[src/logic/load_defines.svh]
// width, depth and id size macros for the load unit
`ifndef LOAD_DEFINES_SVH
`define LOAD_DEFINES_SVH

// ------------------------------------------------------------
// data path
// ------------------------------------------------------------

// width of a register and of a memory data word
`define LOAD_XLEN 64
// number of bytes in one data word, also the width of a byte enable
`define LOAD_XLEN_BYTES 8
// byte offset of an address inside the data word
`define LOAD_OFFSET_BITS 3
// physical address width seen by the data memory
`define LOAD_ADDR_WIDTH 32

// ------------------------------------------------------------
// outstanding loads
// ------------------------------------------------------------

// slots in the load buffer, one per outstanding memory request
`define LOAD_BUF_ENTRIES 4
// slot index, which is also the memory request id
`define LOAD_BUF_ID_BITS 2
// scoreboard id carried by every load
`define LOAD_TRANS_ID_BITS 3

`endif

[src/logic/load_pkg.sv]
// load operation and transfer size enums, load buffer entry and slot index types
`include "load_defines.svh"

package load_pkg;

  // ------------------------------------------------------------
  // operations
  // ------------------------------------------------------------

  // the integer loads handled by the unit
  // the U variants zero-extend, LD needs no extension at all
  typedef enum logic [2:0] {
    LB  = 3'd0,
    LBU = 3'd1,
    LH  = 3'd2,
    LHU = 3'd3,
    LW  = 3'd4,
    LWU = 3'd5,
    LD  = 3'd6
  } load_op_e;

  // transfer size as log2 of the number of bytes
  // this encoding is what the memory port expects on its size field
  typedef enum logic [1:0] {
    SIZE_BYTE   = 2'd0,
    SIZE_HALF   = 2'd1,
    SIZE_WORD   = 2'd2,
    SIZE_DOUBLE = 2'd3
  } load_size_e;

  // ------------------------------------------------------------
  // load buffer
  // ------------------------------------------------------------

  // what has to be remembered about a load while its response is pending
  // the offset and size are enough to realign, the signed flag picks the extension
  typedef struct packed {
    logic [`LOAD_TRANS_ID_BITS-1:0] trans_id;
    logic [`LOAD_OFFSET_BITS-1:0]   offset;
    load_size_e                     size;
    logic                           is_signed;
  } ldbuf_entry_t;

  // index of a load buffer slot, sent to memory as the request id
  typedef logic [`LOAD_BUF_ID_BITS-1:0] ldbuf_id_t;

endpackage

[src/logic/load_align.sv]
// load_align: realigns response data by byte offset and sign or zero extends it by size
`timescale 1ns/1ps
`include "load_defines.svh"

module load_align (
  input  logic [`LOAD_XLEN-1:0]  rdata_i,
  input  load_pkg::ldbuf_entry_t entry_i,
  output logic [`LOAD_XLEN-1:0]  result_o
);

  logic [`LOAD_XLEN-1:0]        shifted;
  logic [`LOAD_XLEN_BYTES-1:0]  byte_msbs;
  logic [`LOAD_OFFSET_BITS-1:0] span;
  logic [`LOAD_OFFSET_BITS-1:0] top_byte;
  logic                         sign_bit;

  // ------------------------------------------------------------
  // realignment
  // ------------------------------------------------------------

  // the accessed field is moved down to bit zero
  assign shifted = rdata_i >> {entry_i.offset, 3'b000};

  // ------------------------------------------------------------
  // sign bit
  // ------------------------------------------------------------

  // the top bit of every byte lane of the unshifted word
  for (genvar i = 0; i < `LOAD_XLEN_BYTES; i++) begin : gen_byte_msb
    assign byte_msbs[i] = rdata_i[8*i+7];
  end

  // distance from the lowest to the highest byte of the field
  always_comb begin
    case (entry_i.size)
      load_pkg::SIZE_BYTE: span = 3'd0;
      load_pkg::SIZE_HALF: span = 3'd1;
      load_pkg::SIZE_WORD: span = 3'd3;
      default:             span = 3'd7;
    endcase
  end

  // aligned fields never wrap past the top of the word
  assign top_byte = entry_i.offset + span;
  // the sign is picked beside the shifter instead of after it, which keeps the path short
  assign sign_bit = entry_i.is_signed & byte_msbs[top_byte];

  // ------------------------------------------------------------
  // extension
  // ------------------------------------------------------------

  always_comb begin
    case (entry_i.size)
      load_pkg::SIZE_BYTE: result_o = {{(`LOAD_XLEN - 8){sign_bit}}, shifted[7:0]};
      load_pkg::SIZE_HALF: result_o = {{(`LOAD_XLEN - 16){sign_bit}}, shifted[15:0]};
      load_pkg::SIZE_WORD: result_o = {{(`LOAD_XLEN - 32){sign_bit}}, shifted[31:0]};
      // LD uses the whole word as it came back
      default:             result_o = shifted;
    endcase
  end

endmodule

[src/logic/load_buffer.sv]
// load_buffer: outstanding load slots with valid and flushed flags, free search and response read
`timescale 1ns/1ps
`include "load_defines.svh"

module load_buffer (
  input  logic                    clk_i,
  input  logic                    rst_ni,
  input  logic                    flush_i,
  // allocation on grant
  input  logic                    alloc_i,
  input  load_pkg::ldbuf_id_t     alloc_id_i,
  input  load_pkg::ldbuf_entry_t  alloc_entry_i,
  output logic                    full_o,
  output load_pkg::ldbuf_id_t     free_id_o,
  // read on response
  input  logic                    rvalid_i,
  input  load_pkg::ldbuf_id_t     rid_i,
  output load_pkg::ldbuf_entry_t  rd_entry_o,
  output logic                    rd_live_o
);

  logic [`LOAD_BUF_ENTRIES-1:0] valid_q, valid_d;
  logic [`LOAD_BUF_ENTRIES-1:0] flushed_q, flushed_d;
  load_pkg::ldbuf_entry_t       entry_q [`LOAD_BUF_ENTRIES];

  assign full_o = &valid_q;

  // ------------------------------------------------------------
  // free slot search
  // ------------------------------------------------------------

  // walk down so that the lowest free slot is the last one written
  // only slots free at this edge are candidates, so a slot being released now is skipped
  always_comb begin
    free_id_o = '0;
    for (int i = `LOAD_BUF_ENTRIES - 1; i >= 0; i--) begin
      if (!valid_q[i]) begin
        free_id_o = load_pkg::ldbuf_id_t'(i);
      end
    end
  end

  // ------------------------------------------------------------
  // flag update
  // ------------------------------------------------------------

  always_comb begin
    valid_d   = valid_q;
    flushed_d = flushed_q;
    // a flush only hits loads that already hold a slot
    if (flush_i) begin
      flushed_d = flushed_q | valid_q;
    end
    // the response releases its slot at the next edge
    if (rvalid_i) begin
      valid_d[rid_i] = 1'b0;
    end
    // a load granted in the flush cycle is younger than the flush and stays live
    if (alloc_i) begin
      valid_d[alloc_id_i]   = 1'b1;
      flushed_d[alloc_id_i] = 1'b0;
    end
  end

  always_ff @(posedge clk_i or negedge rst_ni) begin
    if (!rst_ni) begin
      valid_q   <= '0;
      flushed_q <= '0;
    end else begin
      valid_q   <= valid_d;
      flushed_q <= flushed_d;
    end
  end

  always_ff @(posedge clk_i) begin
    if (alloc_i) begin
      entry_q[alloc_id_i] <= alloc_entry_i;
    end
  end

  // ------------------------------------------------------------
  // response read
  // ------------------------------------------------------------

  assign rd_entry_o = entry_q[rid_i];
  // flushed loads are absorbed here, so the top never retires them
  assign rd_live_o  = !flushed_q[rid_i];

  // memory must only answer ids that it was granted and has not yet answered
  a_rid_valid : assert property (@(posedge clk_i) disable iff (!rst_ni)
    rvalid_i |-> valid_q[rid_i])
    else $error("response for a load buffer slot that is not outstanding");
  a_alloc_free : assert property (@(posedge clk_i) disable iff (!rst_ni)
    alloc_i |-> !valid_q[alloc_id_i])
    else $error("allocation into a load buffer slot that is still in use");

endmodule

[src/logic/load_decode.sv]
// load_decode: operation to byte enable, transfer size and signedness, with alignment checks
`timescale 1ns/1ps
`include "load_defines.svh"

module load_decode (
  input  logic                          clk_i,
  input  logic                          rst_ni,
  input  load_pkg::load_op_e            op_i,
  input  logic [`LOAD_OFFSET_BITS-1:0]  offset_i,
  input  logic                          accept_i,
  output logic [`LOAD_XLEN_BYTES-1:0]   be_o,
  output load_pkg::load_size_e          size_o,
  output logic                          is_signed_o
);

  // bytes covered by the access before it is moved to its offset
  logic [`LOAD_XLEN_BYTES-1:0] width_mask;

  // ------------------------------------------------------------
  // size and signedness
  // ------------------------------------------------------------

  always_comb begin
    size_o      = load_pkg::SIZE_BYTE;
    is_signed_o = 1'b0;
    case (op_i)
      load_pkg::LB: begin
        size_o      = load_pkg::SIZE_BYTE;
        is_signed_o = 1'b1;
      end
      load_pkg::LBU: size_o = load_pkg::SIZE_BYTE;
      load_pkg::LH: begin
        size_o      = load_pkg::SIZE_HALF;
        is_signed_o = 1'b1;
      end
      load_pkg::LHU: size_o = load_pkg::SIZE_HALF;
      load_pkg::LW: begin
        size_o      = load_pkg::SIZE_WORD;
        is_signed_o = 1'b1;
      end
      load_pkg::LWU: size_o = load_pkg::SIZE_WORD;
      // a full doubleword fills the register, so it is never extended
      load_pkg::LD: size_o = load_pkg::SIZE_DOUBLE;
      default: begin
        size_o      = load_pkg::SIZE_BYTE;
        is_signed_o = 1'b0;
      end
    endcase
  end

  // ------------------------------------------------------------
  // byte enable
  // ------------------------------------------------------------

  // one bit per accessed byte, starting from byte zero
  always_comb begin
    case (size_o)
      load_pkg::SIZE_BYTE: width_mask = 8'h01;
      load_pkg::SIZE_HALF: width_mask = 8'h03;
      load_pkg::SIZE_WORD: width_mask = 8'h0f;
      default:             width_mask = 8'hff;
    endcase
  end

  // moving the mask up by the offset gives the lanes inside the aligned word
  assign be_o = width_mask << offset_i;

  // misaligned loads are not supported, the issue stage must never send one
  a_half_aligned : assert property (@(posedge clk_i) disable iff (!rst_ni)
    accept_i && (size_o == load_pkg::SIZE_HALF) |-> (offset_i[0] == 1'b0))
    else $error("halfword load at an odd offset");
  a_word_aligned : assert property (@(posedge clk_i) disable iff (!rst_ni)
    accept_i && (size_o == load_pkg::SIZE_WORD) |-> (offset_i[1:0] == 2'b00))
    else $error("word load at an offset that is not a multiple of four");
  a_double_aligned : assert property (@(posedge clk_i) disable iff (!rst_ni)
    accept_i && (size_o == load_pkg::SIZE_DOUBLE) |-> (offset_i == '0))
    else $error("doubleword load at a nonzero offset");

endmodule

[src/logic/load_issue.sv]
// load_issue: request FSM that accepts loads, holds the memory request until grant, allocates slots
`timescale 1ns/1ps
`include "load_defines.svh"

module load_issue (
  input  logic                          clk_i,
  input  logic                          rst_ni,
  // issue handshake
  input  logic                          valid_i,
  output logic                          ready_o,
  input  logic [`LOAD_ADDR_WIDTH-1:0]   addr_i,
  input  logic [`LOAD_XLEN_BYTES-1:0]   be_i,
  input  load_pkg::load_size_e          size_i,
  input  load_pkg::ldbuf_entry_t        entry_i,
  // load buffer status
  input  logic                          full_i,
  input  load_pkg::ldbuf_id_t           free_id_i,
  // memory request
  output logic                          mem_req_o,
  input  logic                          mem_gnt_i,
  output logic [`LOAD_ADDR_WIDTH-1:0]   mem_addr_o,
  output logic [`LOAD_XLEN_BYTES-1:0]   mem_be_o,
  output load_pkg::load_size_e          mem_size_o,
  output load_pkg::ldbuf_id_t           mem_id_o,
  // load buffer write
  output logic                          alloc_o,
  output load_pkg::ldbuf_entry_t        alloc_entry_o
);

  typedef enum logic {
    IDLE,
    WAIT_GNT
  } state_e;

  state_e state_q, state_d;
  logic   accept;

  // request fields kept while the grant is pending
  logic [`LOAD_ADDR_WIDTH-1:0] addr_q;
  logic [`LOAD_XLEN_BYTES-1:0] be_q;
  load_pkg::load_size_e        size_q;
  load_pkg::ldbuf_id_t         id_q;
  load_pkg::ldbuf_entry_t      entry_q;

  // a new load only fits when nothing is pending and a slot is free
  assign ready_o = (state_q == IDLE) && !full_i;
  assign accept  = valid_i && ready_o;

  // ------------------------------------------------------------
  // request mux
  // ------------------------------------------------------------

  always_comb begin
    state_d = state_q;
    if (state_q == IDLE) begin
      // the request goes out in the acceptance cycle straight from the inputs
      mem_req_o     = accept;
      mem_addr_o    = {addr_i[`LOAD_ADDR_WIDTH-1:`LOAD_OFFSET_BITS], {`LOAD_OFFSET_BITS{1'b0}}};
      mem_be_o      = be_i;
      mem_size_o    = size_i;
      mem_id_o      = free_id_i;
      alloc_entry_o = entry_i;
      if (accept && !mem_gnt_i) begin
        state_d = WAIT_GNT;
      end
    end else begin
      // replay the registered request until memory takes it
      mem_req_o     = 1'b1;
      mem_addr_o    = addr_q;
      mem_be_o      = be_q;
      mem_size_o    = size_q;
      mem_id_o      = id_q;
      alloc_entry_o = entry_q;
      if (mem_gnt_i) begin
        state_d = IDLE;
      end
    end
  end

  // the slot is claimed in the cycle that the request is transferred
  assign alloc_o = mem_req_o && mem_gnt_i;

  always_ff @(posedge clk_i or negedge rst_ni) begin
    if (!rst_ni) begin
      state_q <= IDLE;
    end else begin
      state_q <= state_d;
    end
  end

  // the free slot is captured too, since responses may free lower slots meanwhile
  always_ff @(posedge clk_i) begin
    if ((state_q == IDLE) && accept && !mem_gnt_i) begin
      addr_q  <= mem_addr_o;
      be_q    <= be_i;
      size_q  <= size_i;
      id_q    <= free_id_i;
      entry_q <= entry_i;
    end
  end

  // memory may not see the request change or drop before the grant
  a_req_stable : assert property (@(posedge clk_i) disable iff (!rst_ni)
    mem_req_o && !mem_gnt_i |=> mem_req_o && $stable(mem_addr_o) && $stable(mem_be_o)
      && $stable(mem_size_o) && $stable(mem_id_o))
    else $error("memory request changed while waiting for grant");

endmodule

[src/logic/load_unit.sv]
// load_unit: top level joining decode, issue FSM, load buffer and result alignment
`timescale 1ns/1ps
`include "load_defines.svh"

module load_unit (
  input  logic                            clk_i,
  input  logic                            rst_ni,
  input  logic                            flush_i,
  // issue side
  input  logic                            valid_i,
  output logic                            ready_o,
  input  load_pkg::load_op_e              op_i,
  input  logic [`LOAD_ADDR_WIDTH-1:0]     addr_i,
  input  logic [`LOAD_TRANS_ID_BITS-1:0]  trans_id_i,
  // memory request
  output logic                            mem_req_o,
  input  logic                            mem_gnt_i,
  output logic [`LOAD_ADDR_WIDTH-1:0]     mem_addr_o,
  output logic [`LOAD_XLEN_BYTES-1:0]     mem_be_o,
  output load_pkg::load_size_e            mem_size_o,
  output load_pkg::ldbuf_id_t             mem_id_o,
  // memory response
  input  logic                            mem_rvalid_i,
  input  load_pkg::ldbuf_id_t             mem_rid_i,
  input  logic [`LOAD_XLEN-1:0]           mem_rdata_i,
  // result
  output logic                            valid_o,
  output logic [`LOAD_TRANS_ID_BITS-1:0]  trans_id_o,
  output logic [`LOAD_XLEN-1:0]           result_o
);

  logic [`LOAD_XLEN_BYTES-1:0] dec_be;
  load_pkg::load_size_e        dec_size;
  logic                        dec_signed;
  load_pkg::ldbuf_entry_t      new_entry;
  logic                        accept;
  logic                        buf_full;
  load_pkg::ldbuf_id_t         buf_free_id;
  logic                        alloc;
  load_pkg::ldbuf_entry_t      alloc_entry;
  load_pkg::ldbuf_entry_t      rd_entry;
  logic                        rd_live;

  assign accept    = valid_i && ready_o;
  assign new_entry = '{trans_id: trans_id_i, offset: addr_i[`LOAD_OFFSET_BITS-1:0],
                       size: dec_size, is_signed: dec_signed};

  load_decode u_decode (
    .clk_i, .rst_ni, .op_i, .offset_i(addr_i[`LOAD_OFFSET_BITS-1:0]), .accept_i(accept),
    .be_o(dec_be), .size_o(dec_size), .is_signed_o(dec_signed)
  );

  load_issue u_issue (
    .clk_i, .rst_ni, .valid_i, .ready_o, .addr_i, .be_i(dec_be), .size_i(dec_size),
    .entry_i(new_entry), .full_i(buf_full), .free_id_i(buf_free_id),
    .mem_req_o, .mem_gnt_i, .mem_addr_o, .mem_be_o, .mem_size_o, .mem_id_o,
    .alloc_o(alloc), .alloc_entry_o(alloc_entry)
  );

  // the slot written is always the id that memory was granted
  load_buffer u_buffer (
    .clk_i, .rst_ni, .flush_i, .alloc_i(alloc), .alloc_id_i(mem_id_o),
    .alloc_entry_i(alloc_entry), .full_o(buf_full), .free_id_o(buf_free_id),
    .rvalid_i(mem_rvalid_i), .rid_i(mem_rid_i), .rd_entry_o(rd_entry), .rd_live_o(rd_live)
  );

  load_align u_align (
    .rdata_i(mem_rdata_i), .entry_i(rd_entry), .result_o
  );

  // results leave in the response cycle unless the load was flushed
  assign valid_o    = mem_rvalid_i && rd_live;
  assign trans_id_o = rd_entry.trans_id;

endmodule

[config.mk]
export PLATFORM = sky130hd
export DESIGN_NAME = load_unit
export DESIGN_NICKNAME = d
export VERILOG_FILES = /design/src/logic/load_pkg.sv /design/src/logic/load_align.sv /design/src/logic/load_buffer.sv /design/src/logic/load_decode.sv /design/src/logic/load_issue.sv /design/src/logic/load_unit.sv
export VERILOG_INCLUDE_DIRS = /design/src /design/src/logic
export SDC_FILE = /design/constraint.sdc
export NUM_CORES = 1
export LEC_CHECK = 0
export BUFFER_PORTS_ARGS = -buffer_cell sky130_fd_sc_hd__clkbuf_2
export CAP_MARGIN = 20
export CORE_MARGIN = 4
export CORE_UTILIZATION = 30
export CTS_BUF_LIST = sky130_fd_sc_hd__clkbuf_4 sky130_fd_sc_hd__clkbuf_8
export CTS_CLUSTER_SIZE = 25
export DETAILED_ROUTE_END_ITERATION = 7
export PLACE_DENSITY_LB_ADDON = 0.1
export SYNTH_ARGS = -nofsm -noshare
export SYNTH_HDL_FRONTEND = slang
export SYNTH_SLANG_ARGS = --single-unit
[constraint.sdc]
create_clock -name clk_i -period 4.2 [get_ports clk_i]
set_clock_uncertainty 0.1 [all_clocks]
set_input_delay 0.63 -clock clk_i [delete_from_list [all_inputs] [get_ports clk_i]]
set_output_delay 0.63 -clock clk_i [all_outputs]
set_load 0.01 [all_outputs]
==> impl_metrics.yaml, run 1 <==
run_status:
  run_status: "finished clean"
synth:
  post_synth_main_area_contributors: "edfxtp_1, mux2i_1, mux2_2"
  ys_top_cells_by_count: "nand2_1, edfxtp_1, mux2i_1"
  synthXorXnorAreaFrac_pct: 0.527
  synth_top_family_by_area: "multiplexers"
  post_synth_num_cell_types: 50
  ys_seq_elements: 96
  yosysTopAreaCell: "edfxtp_1"
  netlist_instances: 550
  synthesized_area_fraction_occupied_by_adder_cells_pct: 0.527
  synth_most_common_cell: "nand2_1"
  mappedNetlistArea_um2: 6180
  yosys.area_share.simple_pct: 11.7
  synth_enable_flop_cells: 87
  synth_compound_gate_area_share_pct: 12.6
  synth.avg_cell_area_um2: 11.2
  synth_async_sr_flop_share_pct: 9.38
  mappedNetlistNets: 662
  post_synth_mux_area_share_pct: 24.3
  yosysSeqAreaShare_pct: 45.9
  synth_warnings: 0
  yosys_most_used_dff: "edfxtp_1"
  post-synth-top-area-fraction_pct: 42.3
sta:
  setup_violations: 0
  setup_total_negative_slack_ns: 0
  final.min_clock_period_ns: 4.13
  pins_over_slew_limit: 0
  timing.final.ws_setup_ns: 0.0734
  finalCritPeriodShare_pct: 98.3
  slew_headroom_pct: 34.6
  rsz0062_at_grt: "false"
  fmax_ghz: 0.242
  hold_viol_final: 0
  max_slew.worst_pin.slew_ns: 0.981
pwr:
  static-leakage-power_uw: 0.00344
  power-per-cell-area_nw_per_um2: 436
  power.ir.vdd_worst_v: 0.000141
run:
  max_cap_viol_count: 0
floorplanning:
  dieArea_um2: 23000
  floorplan.initialDensity_pct: 30.5
  floorplan.rows: 52
  ioPinCount: 224
  die_h_um: 152
  core_region_area_um2: 20200
  dieWidth_um: 152
routing:
  via_cell_ratio: 5.10
  drc: 0
  router_iterations_before_antenna_repair: 5
  routed_wl_um: 19400
  vias: 5354
  route.antenna.remaining_nets: 0
  drt_iter0_drc: 200
  wl_per_cell_um: 18.5
setup_path:
  crit_path_start_kind: "input port"
  worst_reg_to_reg_path_cell_count: 3
  timing.critical_path.fanout_max: 8
  cp.required_ns: 3.47
  crit_top_cell: "mux4_2"
  launch_point_of_the_worst_path: "mem_rid_i[0]"
  worst_setup_path_end_kind: "output port"
  r2r_slack_ns: 1.52
  timing.rr.end: "u_issue.addr_q[9]"
  setup.worst_path.class: "in2out"
  cp_slowest_cell: "mux4_2"
  critPathCapture: "result_o[12]"
  crit_chain: "clkbuf_16 > mux4_2 > or2_4 > ha_4 > inv_2 > fa_1 > mux4_2 > nand2_2 > or4_4 > nand2_8 > a31o_1 > clkbuf_2"
  worst_path_largest_cell_delay_ns: 0.51
  worst-endpoint-arrival_ns: 3.40
  rr_startpoint: "u_issue.state_q"
placed_design:
  dp_hpwl_um: 14800
  pre_cts_slack_ns: -0.0684
  gp_congestion: 0.844
  port_buffers: 223
global_routing:
  grt_start_max_net_pins: 45
  via_count_of_the_first_global_routing_pass: 5532
  grt_first_pass_wirelength_um: 29400
  antenna_found_initial: 1
  grt.total_usage_pct: 16.3
  grt_remaining_overflow: 0
final_layout:
  post_route_cells_drive_above_1_share_pct: 46.1
  final_core_util_pct: 39.0
  fin_nets: 885
  synthToLayoutAreaGrowth_pct: 27.9
  filler_cells: 2072
clock_network:
  cts_made_buffers: 9
  htree_levels: 3
  worst_skew_pair.late_latency_ns: 0.36
  cts_root_buffer: "clkbuf_8"
  clock_tree.buffer_depth: 2
  cts_tree: "built"
  clock_sink_count: 96
  cts.reportedPaths.clkPinSlew_ns: 0.11
min_path:
  min-delay-path-class: "in2reg"
==> worst min path at each step <==
stage / end / slack [ns] / cells after the start / from
after floorplan: u_buffer.flushed_q[0] / 0.23 / 0 / rst_ni
final: u_issue.state_q / 0.34 / 2 / mem_gnt_i
after global placement: u_buffer.flushed_q[3] / 0.38 / 2 / u_buffer.flushed_q[3]
after detailed placement: u_buffer.flushed_q[3] / 0.38 / 2 / u_buffer.flushed_q[3]
after CTS: u_issue.state_q / 0.31 / 2 / mem_gnt_i
after global routing: u_issue.state_q / 0.32 / 2 / mem_gnt_i
==> layout by cell type (no fill, tap or decap), types with 3 or more instances in the layout <==
cell      instances
mux4_2           11
a22oi_1          16
nor3_1            5
o211ai_1          8
edfxtp_1         87
a221oi_1          5
inv_1             5
a21o_1            4
nor2_2            3
nand4_1           3
mux2_4            5
mux2_2           48
a22oi_2           5
o21ai_1          20
and2_1            5
nand2_1          95
nor2b_1           5
clkbuf_2        222
dfrtp_1           8
o21ai_0          17
buf_4            29
clkbuf_8          9
a31o_1           15
a21oi_1           9
nand3_1          11
mux2i_1          59
a31oi_1           8
nor2_1           19
==> flip-flops by register name, indices dropped and copies added (netlist names) <==
signal / count
u_buffer.entry_q: 36
u_buffer.flushed_q: 4
u_buffer.valid_q: 4
u_issue.addr_q: 32
u_issue.be_q: 8
u_issue.entry_q: 7
u_issue.id_q: 2
u_issue.size_q: 2
u_issue.state_q: 1
==> cell families after synthesis <==
| family | Yosys count |
|---|---|
| flops | 96 |
| buf+inv | 50 |
| xor+xnor | 2 |
| compound gates | 114 |
| simple gates | 160 |
| fa+ha+maj | 2 |
| mux | 126 |
==> where the power goes <==
group          total [uW]  switching [uW]  internal, uW
logic                1580             920           658
clock network         625             329           296
registers            1240            63.5          1180
==> routing by layer <==
metal  track usage [%]  up-vias  share of wire [%]
met4              5.71        0                2.0
met3              2.71       27                6.7
met2              28.7      196                 50
met1              20.1     2608                 41
li1                  -     2523                  -
met5                 0        -                  0
==> cell type report <==
class                           count  area, um2  area share (%)
Clock buffer                       11        139            1.76
Timing Repair Buffer              254       1380            17.4
Antenna cell                        1       2.50          0.0317
Tap cell                          270        338            4.28
Multi-Input combinational cell    404       3110            39.4
Sequential cell                    96       2840            35.9
Clock inverter                      5       65.1           0.824
Inverter                            8       30.0           0.380
==> metrics by stage <==
step	hold slack [ns]	area (um2)	power (uW)	cells
3_3_place_gp	0.376	7620	2820	1030
3_5_place_dp	0.383	7620	2830	1030
2_1_floorplan	0.234	6210	2200	550
5_1_grt	0.318	7900	3680	1049
6_report	0.338	7900	3440	1049
4_1_cts	0.314	7890	3480	1048
==> worst max-delay path: cells and delay by family <==
kind	cells	cell delay, ns
adders and majority gates	2	0.60
AOI/OAI and AO/OA	1	0.14
muxes	2	0.77
buffers and inverters	3	0.31
and+or+nand+nor	4	0.94
==> repair_timing <==
action | in CTS | in global routing
endpoints found under the hold margin | 3 | 0
endpoints found under the setup margin | 22 | 9
hold buffers | 1 | 0
resized for setup | 9 | 2
pin swaps | 5 | 3
setup buffers | 1 | 0
(Power assumes the default switching activity.)
==> run 2, diff against run 1 <==
- ABC_AREA: not set -> 1
==> run 2 against run 1 <==
Global-route usage rose by 1.6 points. Core utilization fell by 0.45 points. Fmax rose by 5.3%. Worst setup slack improved by 0.21 ns. Sequential power barely moved. First-iteration DRC count rose by 120%. Register-to-register slack improved by 0.35 ns. Non-clock buffer count fell by 8. Die area rose by 6.3%. Synthesized cell count rose by 70%. Critical endpoint is now result_o[60]. Largest power group unchanged.
==> impl_metrics.yaml, run 2 <==
final_layout:
  regMostFlops: "u_buffer.entry_q"
  largest_register_ff_count: 36
  fin_nets: 1243
  reg_top3: "u_buffer.entry_q: 36 flops, u_issue.addr_q: 32 flops, u_issue.be_q: 8 flops"
  final_cell_mix: "nand2_1, clkbuf_2, nand3_1"
  filler_cells: 2320
  n_antenna_cell: 0
  commonest_non_fill_non_tap_cell_in_the_layout: "nand2_1"
  design_area_um2: 8210
  final_core_util_pct: 38.6
  synthToLayoutAreaGrowth_pct: 24.7
  post_route_cells_drive_above_1_share_pct: 26.8
min_path:
  min-delay-path-class: "in2reg"
  hold_path_depth: 1
  worstHoldEndpoint: "u_issue.entry_q[7]"
  worst_hold_startpoint: "trans_id_i[1]"
clock_network:
  htree_levels: 3
  clock_sink_count: 96
  worst_skew_pair.late_latency_ns: 0.36
  cts.reportedPaths.clkPinSlew_ns: 0.10
  clock_tree.buffer_depth: 2
  cts_made_buffers: 9
  cts_tree: "built"
  cts_root_buffer: "clkbuf_8"
placed_design:
  pre_cts_slack_ns: 0.110
  port_buffers: 223
  placed_area_um2: 7950
  gp_congestion: 0.858
  dp_hpwl_um: 16800
global_routing:
  grt_first_pass_wirelength_um: 35300
  antenna_found_initial: 0
  grt.total_usage_pct: 17.9
  grt_start_max_net_pins: 93
  via_count_of_the_first_global_routing_pass: 6803
  grt_remaining_overflow: 0
sta:
  timing.final.ws_setup_ns: 0.281
  final.min_clock_period_ns: 3.92
  rsz0062_at_grt: "false"
  pins_over_slew_limit: 0
  max_slew.worst_pin.slew_ns: 0.756
  hold_viol_final: 0
  setup_total_negative_slack_ns: 0
  fmax_ghz: 0.255
  setup_violations: 0
  slew_headroom_pct: 49.5
  finalCritPeriodShare_pct: 93.3
floorplanning:
  floorplan.initialDensity_pct: 30.9
  dieWidth_um: 156
  dieArea_um2: 24400
  core_region_area_um2: 21300
  ioPinCount: 224
  die_h_um: 156
  floorplan.rows: 53
routing:
  router_iterations_before_antenna_repair: 5
  wl_per_cell_um: 15.8
  via_cell_ratio: 4.76
  drt_iter0_drc: 437
  drc: 0
  vias: 6711
  routed_wl_um: 22300
  route.antenna.remaining_nets: 0
synth:
  yosys.area_share.simple_pct: 39.8
  post_synth_num_cell_types: 34
  synth_most_common_cell: "nand2_1"
  synthXorXnorAreaFrac_pct: 0
  synth.avg_cell_area_um2: 7.06
  mappedNetlistNets: 1045
  synth_enable_flop_cells: 87
  ys_seq_elements: 96
  yosys_most_used_dff: "edfxtp_1"
  synth_compound_gate_area_share_pct: 8.22
  post_synth_main_area_contributors: "edfxtp_1, nand2_1, nand3_1"
  yosysSeqAreaShare_pct: 43.1
  synthesized_area_fraction_occupied_by_adder_cells_pct: 0.494
  netlist_instances: 933
  synth_async_sr_flop_share_pct: 9.38
  post-synth-top-area-fraction_pct: 39.7
  ys_top_cells_by_count: "nand2_1, nand3_1, edfxtp_1"
  synth_warnings: 0
  post_synth_mux_area_share_pct: 0.608
  yosysTopAreaCell: "edfxtp_1"
  synth_top_family_by_area: "simple AND/OR/NAND/NOR gates"
  mappedNetlistArea_um2: 6590
setup_path:
  crit_path_start_kind: "input port"
  cp_slowest_cell: "fa_1"
  setup.worst_path.class: "in2out"
  worst_setup_path_end_kind: "output port"
  timing.critical_path.fanout_max: 32
  r2r_slack_ns: 1.87
  crit_chain: "clkbuf_2 > inv_2 > nand2_1 > nand2_1 > nand2_1 > nand2_2 > nor2_2 > clkinv_1 > ha_1 > inv_1 > fa_1 > o21ai_1 > nand3_2 > nand4_4 > buf_12 > nand2_1 > clkbuf_2"
  worst-endpoint-arrival_ns: 3.19
  worst_path_largest_cell_delay_ns: 0.45
  cp.required_ns: 3.47
  worst_reg_to_reg_path_cell_count: 4
  rr_startpoint: "u_issue.state_q"
  timing.rr.end: "u_issue.entry_q[0]"
  crit_top_cell: "nand2_1"
pwr:
  power-per-cell-area_nw_per_um2: 399
  static-leakage-power_uw: 0.00423
  power.ir.vdd_worst_v: 0.000197
run:
  max_cap_viol_count: 0
run_status:
  run_status: "finished clean"
## run 2: cell types whose count changed in the layout (fill, tap and decap cells not counted), moves of 15 or more
| cell | before | now |
|---|---|---|
| a21oi_1 | 9 | 25 |
| a31o_1 | 15 | 0 |
| inv_1 | 5 | 46 |
| mux2_2 | 48 | 0 |
| mux2i_1 | 59 | 4 |
| nand2_1 | 95 | 453 |
| nand2_2 | 2 | 26 |
| nand3_1 | 11 | 104 |
| o21ai_0 | 17 | 49 |
| o21ai_1 | 20 | 1 |
## run 2: report_power, final
| group | switching (uW) | leakage [uW] | internal, uW |
|---|---|---|---|
| registers | 55.0 | 0.000910 | 1170 |
| logic | 898 | 0.00321 | 476 |
| clock network | 327 | 0.000111 | 346 |
## run 2: worst max path at each step
stage | startpoint | to | cells after the start | slack, ns
global placement | mem_rid_i[1] | result_o[22] | 15 | 0.21
detailed placement | mem_rid_i[0] | result_o[22] | 17 | 0.11
finish | mem_rid_i[0] | result_o[60] | 17 | 0.28
CTS | mem_rid_i[0] | result_o[22] | 17 | 0.11
global route | mem_rid_i[0] | result_o[58] | 17 | 0.03
floorplan | mem_rid_i[1] | result_o[32] | 17 | 0.41
## run 2: kinds of logic after synthesis
kind of cell	after synthesis
buffers and inverters	112
AOI/OAI and AO/OA	97
muxes	4
adders and majority gates	2
and+or+nand+nor	622
DFF	96
## run 2: final cells by class
class                           count  area (um2)  share of cell area [%]
Clock buffer                       10         131                    1.60
Clock inverter                      6        90.1                    1.10
Inverter                           53         199                    2.42
Multi-Input combinational cell    725        3260                    39.6
Sequential cell                    96        2840                    34.6
Tap cell                          275         344                    4.19
Timing Repair Buffer              246        1350                    16.5
## run 2: through the flow
| step | total power, uW | cells | hold slack [ns] |
|---|---|---|---|
| after floorplan | 2090 | 933 | 0.234 |
| after global routing | 3530 | 1411 | 0.340 |
| after global placement | 2630 | 1393 | 0.396 |
| after detailed placement | 2630 | 1393 | 0.402 |
| after CTS | 3310 | 1410 | 0.332 |
| final | 3280 | 1411 | 0.356 |
## run 2: metal layers
layer / share of wire, % / GRT usage, %
met1: 42 / 22.4
met2: 48 / 31.5
met3: 7.0 / 2.64
met4: 2.5 / 5.95
met5: 0 / 0
## run 2: worst max-delay path: cells and delay by family
kind	cells	cell delay [ns]
AO/OA/AOI/OAI	1	0.19
AND/OR/NAND/NOR	8	0.86
adder cells (fa/ha/maj)	2	0.66
buffers and inverters	6	0.83
## run 2: timing repair
action                     CTS  global route
hold endpoints to repair     9             0
buffers inserted             0             1
setup endpoints to repair    0            39
resized for setup            0             3
hold buffers                 1             0
==> run 3, diff against run 2 <==
- CORE_ASPECT_RATIO: not set -> 1.25
==> run 3 against run 2 <==
Hold slack got worse by 0.0027 ns. Final cell count rose by 1.1%. Worst setup slack got worse by 0.045 ns. Combinational power barely moved. Critical path depth rose by 1. Non-clock buffer count rose by 10. Highest routed layer unchanged.
==> impl_metrics.yaml, run 3 (synthesis gave the netlist of run 2 again) <==
sta:
  max_slew.worst_pin.slew_ns: 0.691
  fmax_ghz: 0.252
  finalCritPeriodShare_pct: 94.4
  final.min_clock_period_ns: 3.96
  hold_viol_final: 0
  setup_violations: 0
  timing.final.ws_setup_ns: 0.236
  pins_over_slew_limit: 0
  slew_headroom_pct: 53.9
final_layout:
  post_route_cells_drive_above_1_share_pct: 28.0
  regMostFlops: "u_buffer.entry_q"
  fin_nets: 1254
  n_antenna_cell: 0
  final_cell_mix: "nand2_1, clkbuf_2, nand3_1"
  commonest_non_fill_non_tap_cell_in_the_layout: "nand2_1"
  reg_top3: "u_buffer.entry_q: 36 flops, u_issue.addr_q: 32 flops, u_issue.be_q: 8 flops"
  synthToLayoutAreaGrowth_pct: 25.5
  largest_register_ff_count: 36
  final_core_util_pct: 38.4
  post_layout_nonfiller_instances: 1426
setup_path:
  rr_startpoint: "u_issue.state_q"
  timing.rr.end: "u_issue.entry_q[8]"
  worst-endpoint-arrival_ns: 3.23
  timing.critical_path.fanout_max: 11
  crit_path_start_kind: "input port"
  worst_setup_path_end_kind: "output port"
  setup.worst_path.class: "in2out"
  cp.required_ns: 3.47
  worst_reg_to_reg_path_cell_count: 4
  r2r_slack_ns: 1.95
floorplanning:
  core_region_area_um2: 21500
  floorplan.initialDensity_pct: 30.6
  floorplan.rows: 60
  die_h_um: 174
  ioPinCount: 224
  dieArea_um2: 24400
  dieWidth_um: 141
run:
  max_cap_viol_count: 0
clock_network:
  clock_tree.buffer_depth: 2
  htree_levels: 3
  clock_sink_count: 96
  cts_tree: "built"
  cts_made_buffers: 9
  worst_skew_pair.late_latency_ns: 0.36
  cts_root_buffer: "clkbuf_8"
  cts.reportedPaths.clkPinSlew_ns: 0.10
placed_design:
  pre_cts_slack_ns: -0.155
  port_buffers: 223
  placed_cells_incl_taps: 1400
  gp_congestion: 0.796
  dp_hpwl_um: 15400
global_routing:
  via_count_of_the_first_global_routing_pass: 6425
  grt_first_pass_wirelength_um: 33900
  grt_start_max_net_pins: 93
  grt_remaining_overflow: 0
  antenna_found_initial: 0
  grt.total_usage_pct: 16.8
pwr:
  static-leakage-power_uw: 0.00425
  internal_power_uw: 1900
  power.switching_fraction_pct: 40.5
  switchingPower_uw: 1290
  pwr-share-seq_pct: 38.4
  share_clk_of_total_power_pct: 17.6
  power.ir.vdd_worst_v: 0.000222
  share_comb_of_total_power_pct: 44.0
  power-per-cell-area_nw_per_um2: 385
run_status:
  run_status: "finished clean"
routing:
  vias: 6683
  drt_iter0_drc: 327
  routed_wl_um: 21100
  route.antenna.remaining_nets: 0
  via_cell_ratio: 4.69
  router_iterations_before_antenna_repair: 5
  drc: 0
  wl_per_cell_um: 14.8
min_path:
  hold_path_depth: 1
  min-delay-path-class: "in2reg"
  worst_hold_startpoint: "trans_id_i[0]"
  worstHoldEndpoint: "u_issue.entry_q[6]"
==> run 3: layer usage <==
layer  wire length [um]  global-route usage (%)  part of all wire (%)  vias up
li1                   -                       -                     -     3469
met1               9020                    21.3                    43     2975
met2              10500                    29.7                    50      229
met3               1430                    3.12                   6.8       10
met4                144                    3.51                  0.68        0
met5                  0                       0                     0        -
==> run 3: what timing repair did <==
item | CTS | global route
setup endpoints to repair | 32 | 56
cloned | 1 | 0
hold buffers | 1 | 0
pin swaps | 1 | 6
endpoints found under the hold margin | 9 | 0
resized for setup | 1 | 10
buffers inserted | 0 | 8
==> run 3: final cells by class <==
cell class              instances  area (um2)
flip-flops and latches         96        2840
well taps                     279         349
inverters                      53         199
clock buffers                   9         124
multi-input cells             726        3300
repair buffers                256        1410
fillers                      2383       13300
clock inverters                 7        53.8
==> run 3: power groups by stage <==
| stage | Sequential [uW] | Clock (uW) | Combinational [uW] |
|---|---|---|---|
| floorplan | 1230 | 0 | 858 |
| global placement | 1250 | 0 | 1330 |
| detailed placement | 1250 | 0 | 1340 |
| CTS | 1230 | 595 | 1360 |
| global route | 1240 | 624 | 1570 |
| finish | 1220 | 561 | 1400 |
==> run 3: worst max-delay path by stage <==
stage / startpoint / end / slack (ns) / cells after the start
after floorplan: mem_rid_i[1] / result_o[32] / 0.41 / 17
after CTS: mem_rid_i[0] / result_o[12] / -0.05 / 17
after global placement: mem_rid_i[0] / result_o[52] / 0.02 / 17
final: mem_rid_i[0] / result_o[30] / 0.24 / 18
after detailed placement: mem_rid_i[0] / result_o[60] / -0.16 / 17
after global routing: mem_rid_i[0] / result_o[29] / -0.007 / 18
==> run 3: critical path: stages <==
cell	delay, ns
clkbuf_4	0.18
inv_2	0.10
nand2_1	0.07
nand2_1	0.04
nand2_1	0.05
nand2_1	0.13
nor2_4	0.15
clkinv_1	0.10
ha_1	0.20
inv_1	0.08
fa_1	0.43
o21ai_0	0.26
nand3_2	0.09
buf_4	0.20
nand4_4	0.08
buf_4	0.22
nand2_1	0.08
clkbuf_2	0.13
==> run 3: per-stage QoR <==
| step | total power (uW) | TNS (ns) | hold slack, ns | instance area [um2] |
|---|---|---|---|---|
| CTS | 3190 | -0.109 | 0.317 | 8150 |
| floorplan | 2090 | 0 | 0.234 | 6590 |
| global route | 3430 | -0.0167 | 0.328 | 8270 |
| finish | 3190 | 0 | 0.354 | 8270 |
| global placement | 2580 | 0 | 0.396 | 7940 |
| detailed placement | 2590 | -3.32 | 0.407 | 7940 |
